## config.mk

```make
export PLATFORM = sky130hd
export DESIGN_NAME = polar_alu
export DESIGN_NICKNAME = d
export VERILOG_FILES = /design/src/polar_alu_pkg.sv /design/src/int_datapath.sv /design/src/polar_simd_unit.sv /design/src/alu_result_select.sv /design/src/polar_alu.sv
export SDC_FILE = /design/constraint.sdc
export NUM_CORES = 2
export LEC_CHECK = 0
export BUFFER_PORTS_ARGS = -buffer_cell sky130_fd_sc_hd__buf_4
export CAP_MARGIN = 20
export CORE_MARGIN = 1
export CORE_UTILIZATION = 26
export DETAILED_ROUTE_END_ITERATION = 7
export PLACE_DENSITY_LB_ADDON = 0.12
export REMOVE_ABC_BUFFERS = 1
export SETUP_SLACK_MARGIN = 0.02
export SLEW_MARGIN = 20
export SYNTH_ARGS = -nofsm -noshare
export SYNTH_HDL_FRONTEND = slang
export SYNTH_HIERARCHICAL = 1
export SYNTH_SLANG_ARGS = --single-unit
```

## constraint.sdc

```tcl
create_clock -name vclk -period 9
set_clock_uncertainty 0.15 [all_clocks]
set_input_delay 0.9 -clock vclk [all_inputs]
set_output_delay 0.9 -clock vclk [all_outputs]
set_load 0.05 [all_outputs]
```

## src/polar_alu_pkg.sv

```systemverilog
`default_nettype none

package polar_alu_pkg;

    // ------------------------------
    // Operator encoding
    // ------------------------------
    typedef enum logic [5:0] {
        // Adder
        ADD, SUB, ADDW, SUBW,
        // Logic unit
        XORL, ORL, ANDL,
        // Shifter
        SLL, SRL, SRA, SLLW, SRLW, SRAW,
        // Set less than
        SLTS, SLTU,
        // Branch comparisons
        EQ, NE, LTS, LTU, GES, GEU,
        // Polar decoding SIMD ops
        PL_R, PL_F, PL_SUBSAT, PL_ADDSAT, PL_DECODE, PL_EVAL,
        PL_VADDREP1, PL_VADDREP2, PL_VREPSUM
    } alu_op_e;

    // Result source picked by the output mux
    typedef enum logic [2:0] {
        RES_NONE,
        RES_POLAR,
        RES_ADD,
        RES_ADDW,
        RES_SHIFT,
        RES_SHIFTW,
        RES_LOGIC,
        RES_LESS
    } res_sel_e;

    // ------------------------------
    // Lane constants
    // ------------------------------
    localparam int unsigned LANE_W = 8;
    // Symmetric clamp, -128 is never produced
    localparam int SAT_MAX = 127;
    // Replicate ops only look at the low word
    localparam int unsigned REP_W = 4 * LANE_W;

    // Low word seen as four LLR bytes or as two 16-bit partial sums
    typedef union packed {
        logic [3:0][LANE_W-1:0]   lanes;
        logic [1:0][2*LANE_W-1:0] halves;
    } rep_word_u;

    function automatic logic is_polar_op(input alu_op_e op);
        return op inside {PL_R, PL_F, PL_SUBSAT, PL_ADDSAT, PL_DECODE,
                          PL_EVAL, PL_VADDREP1, PL_VADDREP2, PL_VREPSUM};
    endfunction

endpackage

`default_nettype wire

```

## src/int_datapath.sv

```systemverilog
`timescale 1ns/1ps
`default_nettype none

module int_datapath #(
    parameter int unsigned XLEN = 64
) (
    input  wire logic                   clk_i,
    input  wire logic                   rst_n_i,
    input  wire polar_alu_pkg::alu_op_e operator_i,
    input  wire logic [XLEN-1:0]        operand_a_i,
    input  wire logic [XLEN-1:0]        operand_b_i,
    output logic [XLEN-1:0]             adder_result_o,
    output logic [XLEN-1:0]             shift_result_o,
    output logic [31:0]                 shift_result32_o,
    output logic [XLEN-1:0]             logic_result_o,
    output logic                        less_o,
    output logic                        adder_zero_o
);

    import polar_alu_pkg::*;

    localparam int unsigned SHAMT_W = $clog2(XLEN);

    // ------------------------------
    // Adder
    // ------------------------------
    logic          negate_b;
    logic [XLEN:0] adder_in_a;
    logic [XLEN:0] adder_in_b;
    logic [XLEN:0] adder_sum;

    always_comb begin
        case (operator_i)
            SUB, SUBW, EQ, NE: negate_b = 1'b1;
            default:           negate_b = 1'b0;
        endcase
    end

    // Extra LSB carries the +1 of the two's complement
    assign adder_in_a = {operand_a_i, 1'b1};
    assign adder_in_b = {operand_b_i, 1'b0} ^ {(XLEN+1){negate_b}};
    assign adder_sum  = adder_in_a + adder_in_b;

    assign adder_result_o = adder_sum[XLEN:1];
    assign adder_zero_o   = ~|adder_result_o;

    // ------------------------------
    // Shifter
    // ------------------------------
    logic            shift_left;
    logic            shift_arith;
    logic [XLEN-1:0] a_rev;
    logic [31:0]     a_rev32;
    logic [XLEN-1:0] shift_in;
    logic [31:0]     shift_in32;
    logic [XLEN:0]   shift_right;
    logic [32:0]     shift_right32;
    logic [XLEN-1:0] shift_right_rev;
    logic [31:0]     shift_right_rev32;

    assign shift_left  = (operator_i == SLL) || (operator_i == SLLW);
    assign shift_arith = (operator_i == SRA) || (operator_i == SRAW);

    // Left shift = reverse, shift right, reverse back
    for (genvar i = 0; i < XLEN; i++) begin : g_rev
        assign a_rev[i]           = operand_a_i[XLEN-1-i];
        assign shift_right_rev[i] = shift_right[XLEN-1-i];
    end

    for (genvar i = 0; i < 32; i++) begin : g_rev32
        assign a_rev32[i]           = operand_a_i[31-i];
        assign shift_right_rev32[i] = shift_right32[31-i];
    end

    assign shift_in   = shift_left ? a_rev : operand_a_i;
    assign shift_in32 = shift_left ? a_rev32 : operand_a_i[31:0];

    // Fill bit is the sign only for arithmetic shifts
    assign shift_right = $unsigned(
        $signed({shift_arith & shift_in[XLEN-1], shift_in}) >>> operand_b_i[SHAMT_W-1:0]
    );
    assign shift_right32 = $unsigned(
        $signed({shift_arith & shift_in32[31], shift_in32}) >>> operand_b_i[4:0]
    );

    assign shift_result_o   = shift_left ? shift_right_rev : shift_right[XLEN-1:0];
    assign shift_result32_o = shift_left ? shift_right_rev32 : shift_right32[31:0];

    // ------------------------------
    // Comparator
    // ------------------------------
    logic signed_cmp;

    assign signed_cmp = operator_i inside {SLTS, LTS, GES};

    // One extra bit turns both forms into a signed compare
    assign less_o = $signed({signed_cmp & operand_a_i[XLEN-1], operand_a_i})
                  < $signed({signed_cmp & operand_b_i[XLEN-1], operand_b_i});

    // ------------------------------
    // Logic unit
    // ------------------------------
    always_comb begin
        case (operator_i)
            XORL:    logic_result_o = operand_a_i ^ operand_b_i;
            ORL:     logic_result_o = operand_a_i | operand_b_i;
            ANDL:    logic_result_o = operand_a_i & operand_b_i;
            default: logic_result_o = '0;
        endcase
    end

    // Branch on equal relies on the subtracting adder
    a_eq_zero_flag: assert property (
        @(posedge clk_i) disable iff (!rst_n_i)
        (operator_i == EQ) |-> (adder_zero_o == (operand_a_i == operand_b_i))
    );

endmodule

`default_nettype wire

```

## src/polar_simd_unit.sv

```systemverilog
`timescale 1ns/1ps
`default_nettype none

module polar_simd_unit #(
    parameter int unsigned XLEN = 64
) (
    input  wire logic                   clk_i,
    input  wire logic                   rst_n_i,
    input  wire polar_alu_pkg::alu_op_e operator_i,
    input  wire logic [XLEN-1:0]        operand_a_i,
    input  wire logic [XLEN-1:0]        operand_b_i,
    output logic [XLEN-1:0]             polar_result_o
);

    import polar_alu_pkg::*;

    localparam int unsigned LANES = XLEN / LANE_W;

    // Clamp a 9-bit lane result to the symmetric range
    function automatic logic [LANE_W-1:0] clamp_lane(input logic signed [LANE_W:0] v);
        if (v > SAT_MAX) begin
            return LANE_W'(SAT_MAX);
        end
        if (v < -SAT_MAX) begin
            return LANE_W'(-SAT_MAX);
        end
        return v[LANE_W-1:0];
    endfunction

    function automatic logic [2*LANE_W-1:0] sext_lane(input logic [LANE_W-1:0] v);
        return {{LANE_W{v[LANE_W-1]}}, v};
    endfunction

    // One byte per half, 1 when the half is negative
    function automatic logic [LANE_W-1:0] half_sign(input logic [2*LANE_W-1:0] h);
        return LANE_W'(h[2*LANE_W-1]);
    endfunction

    logic [XLEN-1:0]  func_r;
    logic [XLEN-1:0]  func_f;
    logic [XLEN-1:0]  func_subsat;
    logic [XLEN-1:0]  func_addsat;
    logic [XLEN-1:0]  func_decode;
    logic [XLEN-1:0]  func_eval;
    logic [REP_W-1:0] rep_add1;
    logic [REP_W-1:0] rep_add2;
    logic [REP_W-1:0] rep_sum;
    rep_word_u        a_rep;
    rep_word_u        b_rep;

    // ------------------------------
    // Per-lane operations
    // ------------------------------
    for (genvar i = 0; i < LANES; i++) begin : g_lane
        logic signed [LANE_W-1:0] a_l;
        logic signed [LANE_W-1:0] b_l;
        logic [LANE_W-1:0]        abs_a;
        logic [LANE_W-1:0]        abs_b;
        logic [LANE_W-1:0]        min_mag;
        logic signed [LANE_W:0]   sum;
        logic signed [LANE_W:0]   diff;

        assign a_l = operand_a_i[i*LANE_W +: LANE_W];
        assign b_l = operand_b_i[i*LANE_W +: LANE_W];

        // Hard decision, forced to zero for a frozen bit
        assign func_r[i*LANE_W +: LANE_W] = (operand_b_i[LANE_W-1:0] == LANE_W'(1)) ? '0
                                            : LANE_W'(a_l[LANE_W-1]);

        assign func_decode[i*LANE_W +: LANE_W] = (operand_b_i[LANE_W-1:0] == '0) ? a_l : '0;

        assign func_eval[i*LANE_W +: LANE_W] = (a_l == LANE_W'(1)) ? '1 : '0;

        // Min-sum f: smaller magnitude, sign is the product of signs
        // -128 has magnitude 0x80, read unsigned
        assign abs_a   = a_l[LANE_W-1] ? -a_l : a_l;
        assign abs_b   = b_l[LANE_W-1] ? -b_l : b_l;
        assign min_mag = (abs_a > abs_b) ? abs_b : abs_a;

        assign func_f[i*LANE_W +: LANE_W] = (a_l[LANE_W-1] ^ b_l[LANE_W-1]) ? -min_mag
                                            : min_mag;

        // Saturating ops on 9 bits so overflow is visible
        assign sum  = {a_l[LANE_W-1], a_l} + {b_l[LANE_W-1], b_l};
        assign diff = {a_l[LANE_W-1], a_l} - {b_l[LANE_W-1], b_l};

        assign func_addsat[i*LANE_W +: LANE_W] = clamp_lane(sum);
        assign func_subsat[i*LANE_W +: LANE_W] = clamp_lane(diff);

        a_sat_no_min: assert property (
            @(posedge clk_i) disable iff (!rst_n_i)
            (operator_i inside {PL_ADDSAT, PL_SUBSAT})
                |-> (polar_result_o[i*LANE_W +: LANE_W] != 8'h80)
        );
    end

    // ------------------------------
    // Replicate ops on the low word
    // ------------------------------
    assign a_rep = operand_a_i[REP_W-1:0];
    assign b_rep = operand_b_i[REP_W-1:0];

    assign rep_add1 = {a_rep.halves[1] + sext_lane(b_rep.lanes[1]),
                       a_rep.halves[0] + sext_lane(b_rep.lanes[0])};

    assign rep_add2 = {a_rep.halves[1] + sext_lane(b_rep.lanes[3]),
                       a_rep.halves[0] + sext_lane(b_rep.lanes[2])};

    // MSB byte down: A high, A low, B high, B low
    assign rep_sum = {half_sign(a_rep.halves[1]), half_sign(a_rep.halves[0]),
                      half_sign(b_rep.halves[1]), half_sign(b_rep.halves[0])};

    always_comb begin
        polar_result_o = '0;
        if (is_polar_op(operator_i)) begin
            case (operator_i)
                PL_R:        polar_result_o = func_r;
                PL_F:        polar_result_o = func_f;
                PL_SUBSAT:   polar_result_o = func_subsat;
                PL_ADDSAT:   polar_result_o = func_addsat;
                PL_DECODE:   polar_result_o = func_decode;
                PL_EVAL:     polar_result_o = func_eval;
                PL_VADDREP1: polar_result_o = XLEN'(rep_add1);
                PL_VADDREP2: polar_result_o = XLEN'(rep_add2);
                PL_VREPSUM:  polar_result_o = XLEN'(rep_sum);
                default:     polar_result_o = '0;
            endcase
        end
    end

endmodule

`default_nettype wire

```

## src/alu_result_select.sv

```systemverilog
`timescale 1ns/1ps
`default_nettype none

module alu_result_select #(
    parameter int unsigned XLEN = 64
) (
    input  wire logic                   clk_i,
    input  wire logic                   rst_n_i,
    input  wire polar_alu_pkg::alu_op_e operator_i,
    input  wire logic [XLEN-1:0]        adder_result_i,
    input  wire logic [XLEN-1:0]        shift_result_i,
    input  wire logic [31:0]            shift_result32_i,
    input  wire logic [XLEN-1:0]        logic_result_i,
    input  wire logic                   less_i,
    input  wire logic                   adder_zero_i,
    input  wire logic [XLEN-1:0]        polar_result_i,
    output logic [XLEN-1:0]             result_o,
    output logic                        branch_res_o
);

    import polar_alu_pkg::*;

    res_sel_e res_sel;

    // ------------------------------
    // Operator decode
    // ------------------------------
    always_comb begin
        if (is_polar_op(operator_i)) begin
            res_sel = RES_POLAR;
        end else begin
            case (operator_i)
                ADD, SUB:         res_sel = RES_ADD;
                ADDW, SUBW:       res_sel = RES_ADDW;
                SLL, SRL, SRA:    res_sel = RES_SHIFT;
                SLLW, SRLW, SRAW: res_sel = RES_SHIFTW;
                XORL, ORL, ANDL:  res_sel = RES_LOGIC;
                SLTS, SLTU:       res_sel = RES_LESS;
                default:          res_sel = RES_NONE;
            endcase
        end
    end

    // Word forms sign-extend from bit 31
    always_comb begin
        case (res_sel)
            RES_POLAR:  result_o = polar_result_i;
            RES_ADD:    result_o = adder_result_i;
            RES_ADDW:   result_o = XLEN'($signed(adder_result_i[31:0]));
            RES_SHIFT:  result_o = shift_result_i;
            RES_SHIFTW: result_o = XLEN'($signed(shift_result32_i));
            RES_LOGIC:  result_o = logic_result_i;
            RES_LESS:   result_o = XLEN'(less_i);
            default:    result_o = '0;
        endcase
    end

    // Taken unless a branch compare says otherwise
    always_comb begin
        case (operator_i)
            EQ:       branch_res_o = adder_zero_i;
            NE:       branch_res_o = ~adder_zero_i;
            LTS, LTU: branch_res_o = less_i;
            GES, GEU: branch_res_o = ~less_i;
            default:  branch_res_o = 1'b1;
        endcase
    end

    // Every operator that produces a result leaves the branch taken
    a_branch_default: assert property (
        @(posedge clk_i) disable iff (!rst_n_i)
        (res_sel != RES_NONE) |-> branch_res_o
    );

endmodule

`default_nettype wire

```

## src/polar_alu.sv

```systemverilog
`timescale 1ns/1ps
`default_nettype none

module polar_alu #(
    parameter int unsigned XLEN = 64
) (
    input  wire logic                   clk_i,
    input  wire logic                   rst_n_i,
    input  wire polar_alu_pkg::alu_op_e operator_i,
    input  wire logic [XLEN-1:0]        operand_a_i,
    input  wire logic [XLEN-1:0]        operand_b_i,
    output logic [XLEN-1:0]             result_o,
    output logic                        branch_res_o
);

    // Raw integer results
    logic [XLEN-1:0] adder_result;
    logic [XLEN-1:0] shift_result;
    logic [31:0]     shift_result32;
    logic [XLEN-1:0] logic_result;
    logic            less;
    logic            adder_zero;

    logic [XLEN-1:0] polar_result;

    int_datapath #(
        .XLEN(XLEN)
    ) int_datapath_inst (
        .clk_i           (clk_i),
        .rst_n_i         (rst_n_i),
        .operator_i      (operator_i),
        .operand_a_i     (operand_a_i),
        .operand_b_i     (operand_b_i),
        .adder_result_o  (adder_result),
        .shift_result_o  (shift_result),
        .shift_result32_o(shift_result32),
        .logic_result_o  (logic_result),
        .less_o          (less),
        .adder_zero_o    (adder_zero)
    );

    polar_simd_unit #(
        .XLEN(XLEN)
    ) polar_simd_unit_inst (
        .clk_i         (clk_i),
        .rst_n_i       (rst_n_i),
        .operator_i    (operator_i),
        .operand_a_i   (operand_a_i),
        .operand_b_i   (operand_b_i),
        .polar_result_o(polar_result)
    );

    alu_result_select #(
        .XLEN(XLEN)
    ) alu_result_select_inst (
        .clk_i           (clk_i),
        .rst_n_i         (rst_n_i),
        .operator_i      (operator_i),
        .adder_result_i  (adder_result),
        .shift_result_i  (shift_result),
        .shift_result32_i(shift_result32),
        .logic_result_i  (logic_result),
        .less_i          (less),
        .adder_zero_i    (adder_zero),
        .polar_result_i  (polar_result),
        .result_o        (result_o),
        .branch_res_o    (branch_res_o)
    );

endmodule

`default_nettype wire

```

==> impl_metrics.env <==
export IMPL_status="complete, but fails checks"
export IMPL_violations="DRC"
export IMPL_core_um2=138000
export IMPL_vias=41520
export IMPL_drt_first_pass_iters=8
export IMPL_synth_area_um2=36340
export IMPL_dp_hpwl_um=160800
export IMPL_hold_depth=4
export IMPL_grt_setup_unrepaired="no"
export IMPL_finish_net_count=5932
export IMPL_synthMuxAreaShare=0.1610
export IMPL_drv_cap=0
export IMPL_gp_congestion=0.9683
export IMPL_hold_end="branch_res_o"
export IMPL_dieArea_um2=141300
export IMPL_die_w_um=375.9
export IMPL_clock_buffers=0
export IMPL_fin_ws_ns=0.3162
export IMPL_drive_gt1_frac=0.08953
export IMPL_synth_xor_xnor_area_share=0.08294
export IMPL_seq_area_um2=0
export IMPL_synth_compound_area_share=0.2824
export IMPL_critPathArrivalTime_ns=7.63
export IMPL_dp_cells=7135
export IMPL_crit_type="input pin to output pin"
export IMPL_grt_pass1_vias=39030
export IMPL_wl_per_cell_um=28.33
export IMPL_hold_viol_final=0
export IMPL_hold_start="operator_i[4]"
export IMPL_finalSetupViolCount=0
export IMPL_max_freq_ghz=0.1152
export IMPL_postCtsHoldBufs=0
export IMPL_nFlopsAndLatches=0
export IMPL_postRouteAntennaNets=0
export IMPL_synth_adder_area_share=0.1849
export IMPL_postSynthAreaPerCell_um2=6.889
export IMPL_rows=136
export IMPL_drcViolationCount=1
export IMPL_area_delta_synth_final_pct=9.379
export IMPL_grt_max_degree=71
export IMPL_cp_start_kind="input pin"
export IMPL_crit_fanout=41
export IMPL_synth_top_family_by_area="compound AO/OA/AOI/OAI gates"
export IMPL_boundaryPins=201
export IMPL_synth_distinct_cells=115
export IMPL_stdcell_count=7143
export IMPL_cpMostUsedCell="buf_4"
export IMPL_postCtsResizedCells=0
export IMPL_worstPathRequired_ns=7.95
export IMPL_slew_headroom=0.2765
export IMPL_post_cts_buffers=0
export IMPL_drtIter0Drc=4517
export IMPL_dp_slack_ns=0.4311
export IMPL_netlist_instances=5275
export IMPL_grt_first_pass_wirelength_um=287600
export IMPL_die_h_um=375.9
export IMPL_utilization=0.2880
export IMPL_critPathSlowestCell="nor2_1"
export IMPL_whs_ns=2.259
export IMPL_antenna_found_initial=7
export IMPL_routed_wl_um=202400
export IMPL_ys_seq_area_frac=0
export IMPL_path_cells="buf_4, nor2_1, nand2_1, o22ai_4, buf_12, xnor2_1, ha_1, a21oi_1, o21ai_0, a21oi_1, nand3_1, a21o_1, xnor2_1, or4_1, nor4_1, nand4b_1, or4_1, nor4_2, buf_4, mux2_2, o211ai_1, buf_4"
export IMPL_finalCriticalPeriod_ns=8.684
export IMPL_timing_max_transition_violations_final=0
export IMPL_num_fill_cells=15500
export IMPL_initial_core_util=0.2633
export IMPL_cp_end_kind="output pin"
export IMPL_overflow=0
export IMPL_synth_simple_area_share=0.2069
export IMPL_hold_path_class="input pin to output pin"
export IMPL_worstMarginPinSlew_ns=1.083
export IMPL_vias_per_cell=5.813
export IMPL_slowest_delay_ns=0.64
export IMPL_grtUsageTotal=0.2730
export IMPL_portBuffers=199
export IMPL_min_period_over_period=0.9649
export IMPL_yosysWarnings=6
==> layout by cell type (no fill, tap or decap), types with 41 or more instances in the layout <==
| master | n |
|---|---|
| nor2_1 | 525 |
| ha_1 | 504 |
| mux2i_1 | 463 |
| a21oi_1 | 453 |
| inv_1 | 444 |
| nand2_1 | 404 |
| o21ai_0 | 327 |
| buf_4 | 286 |
| xnor2_1 | 245 |
| nand3_1 | 101 |
| nand4_1 | 97 |
| xor2_1 | 94 |
| nor3_1 | 92 |
| o211ai_1 | 91 |
| a21o_1 | 74 |
| a211oi_1 | 64 |
| a222oi_1 | 64 |
| nand2b_1 | 60 |
| mux2_2 | 53 |
| o31ai_1 | 53 |
| or3_1 | 51 |
| nor2b_1 | 45 |
| o21a_1 | 42 |
| o21bai_1 | 41 |
==> layout make-up <==
cell class         count  area, um^2  share of cell area
diodes                 8       20.02           0.0005036
well taps           1863        2331             0.05864
multi-input cells   4530       33480              0.8423
repair buffers       290        2212             0.05565
inverters            452        1704             0.04287
==> worst max path at each step <==
stage,from,endpoint,slack (ns),depth (start not counted)
final,operator_i[4],branch_res_o,0.32,22
after global routing,operator_i[4],branch_res_o,0.13,22
after CTS,operator_i[4],branch_res_o,0.39,22
after detailed placement,operator_i[4],branch_res_o,0.43,22
after global placement,operator_i[4],branch_res_o,0.52,22
after floorplan,operator_i[3],branch_res_o,-2.09,17
==> kinds of logic (layout without fill, tap and decap cells) <==
group	after synthesis	in the layout
compound gates	1544	1544
xor+xnor	341	341
fa+ha+maj	527	527
buf+inv	745	742
mux	543	543
other cells	0	8
simple gates	1575	1575
==> cells in the mapped netlist (all sizes together), types with 19 or more instances <==
cell type	instances	area share
xnor2	245	0.059
o21ai	341	0.048
a22oi	33	0.0068
a21oi	459	0.064
nand2b	60	0.010
mux4	27	0.017
o22ai	25	0.0043
a222oi	64	0.018
and2	25	0.0044
nand2	405	0.042
mux2	53	0.016
a211oi	67	0.014
o21bai	41	0.0085
clkbuf	183	0.019
a221oi	41	0.010
nand4	97	0.017
nand3	102	0.014
o211ai	94	0.020
a31oi	31	0.0057
nor3	96	0.013
nor4	38	0.0073
xor2	94	0.023
or2	19	0.0033
ha	504	0.17
or3	53	0.0093
o31ai	55	0.012
buf	110	0.016
and3	23	0.0041
nor2b	46	0.0079
mux2i	463	0.13
nor2	529	0.055
o21a	42	0.0087
inv	450	0.046
a21o	74	0.015
==> critical path, delay by kind of cell <==
kind	cells	cell delay (ns)
mux	1	0.34
fa+ha+maj	1	0.34
xor+xnor	2	0.43
simple gates	8	3.10
buf+inv	4	0.88
compound gates	6	1.57
==> stage by stage <==
stage	setup TNS (ns)	instance area [um^2]
6_report	0	39750
5_1_grt	0	39730
3_5_place_dp	0	39730
4_1_cts	0	39730
2_1_floorplan	-41.73	35060
3_3_place_gp	0	39720
==> routing by layer <==
layer | GRT usage | wire [um]
met1 | 0.3820 | 93070
met2 | 0.4429 | 90080
met3 | 0.02200 | 11810
met4 | 0.07901 | 7365
met5 | 0 | 34
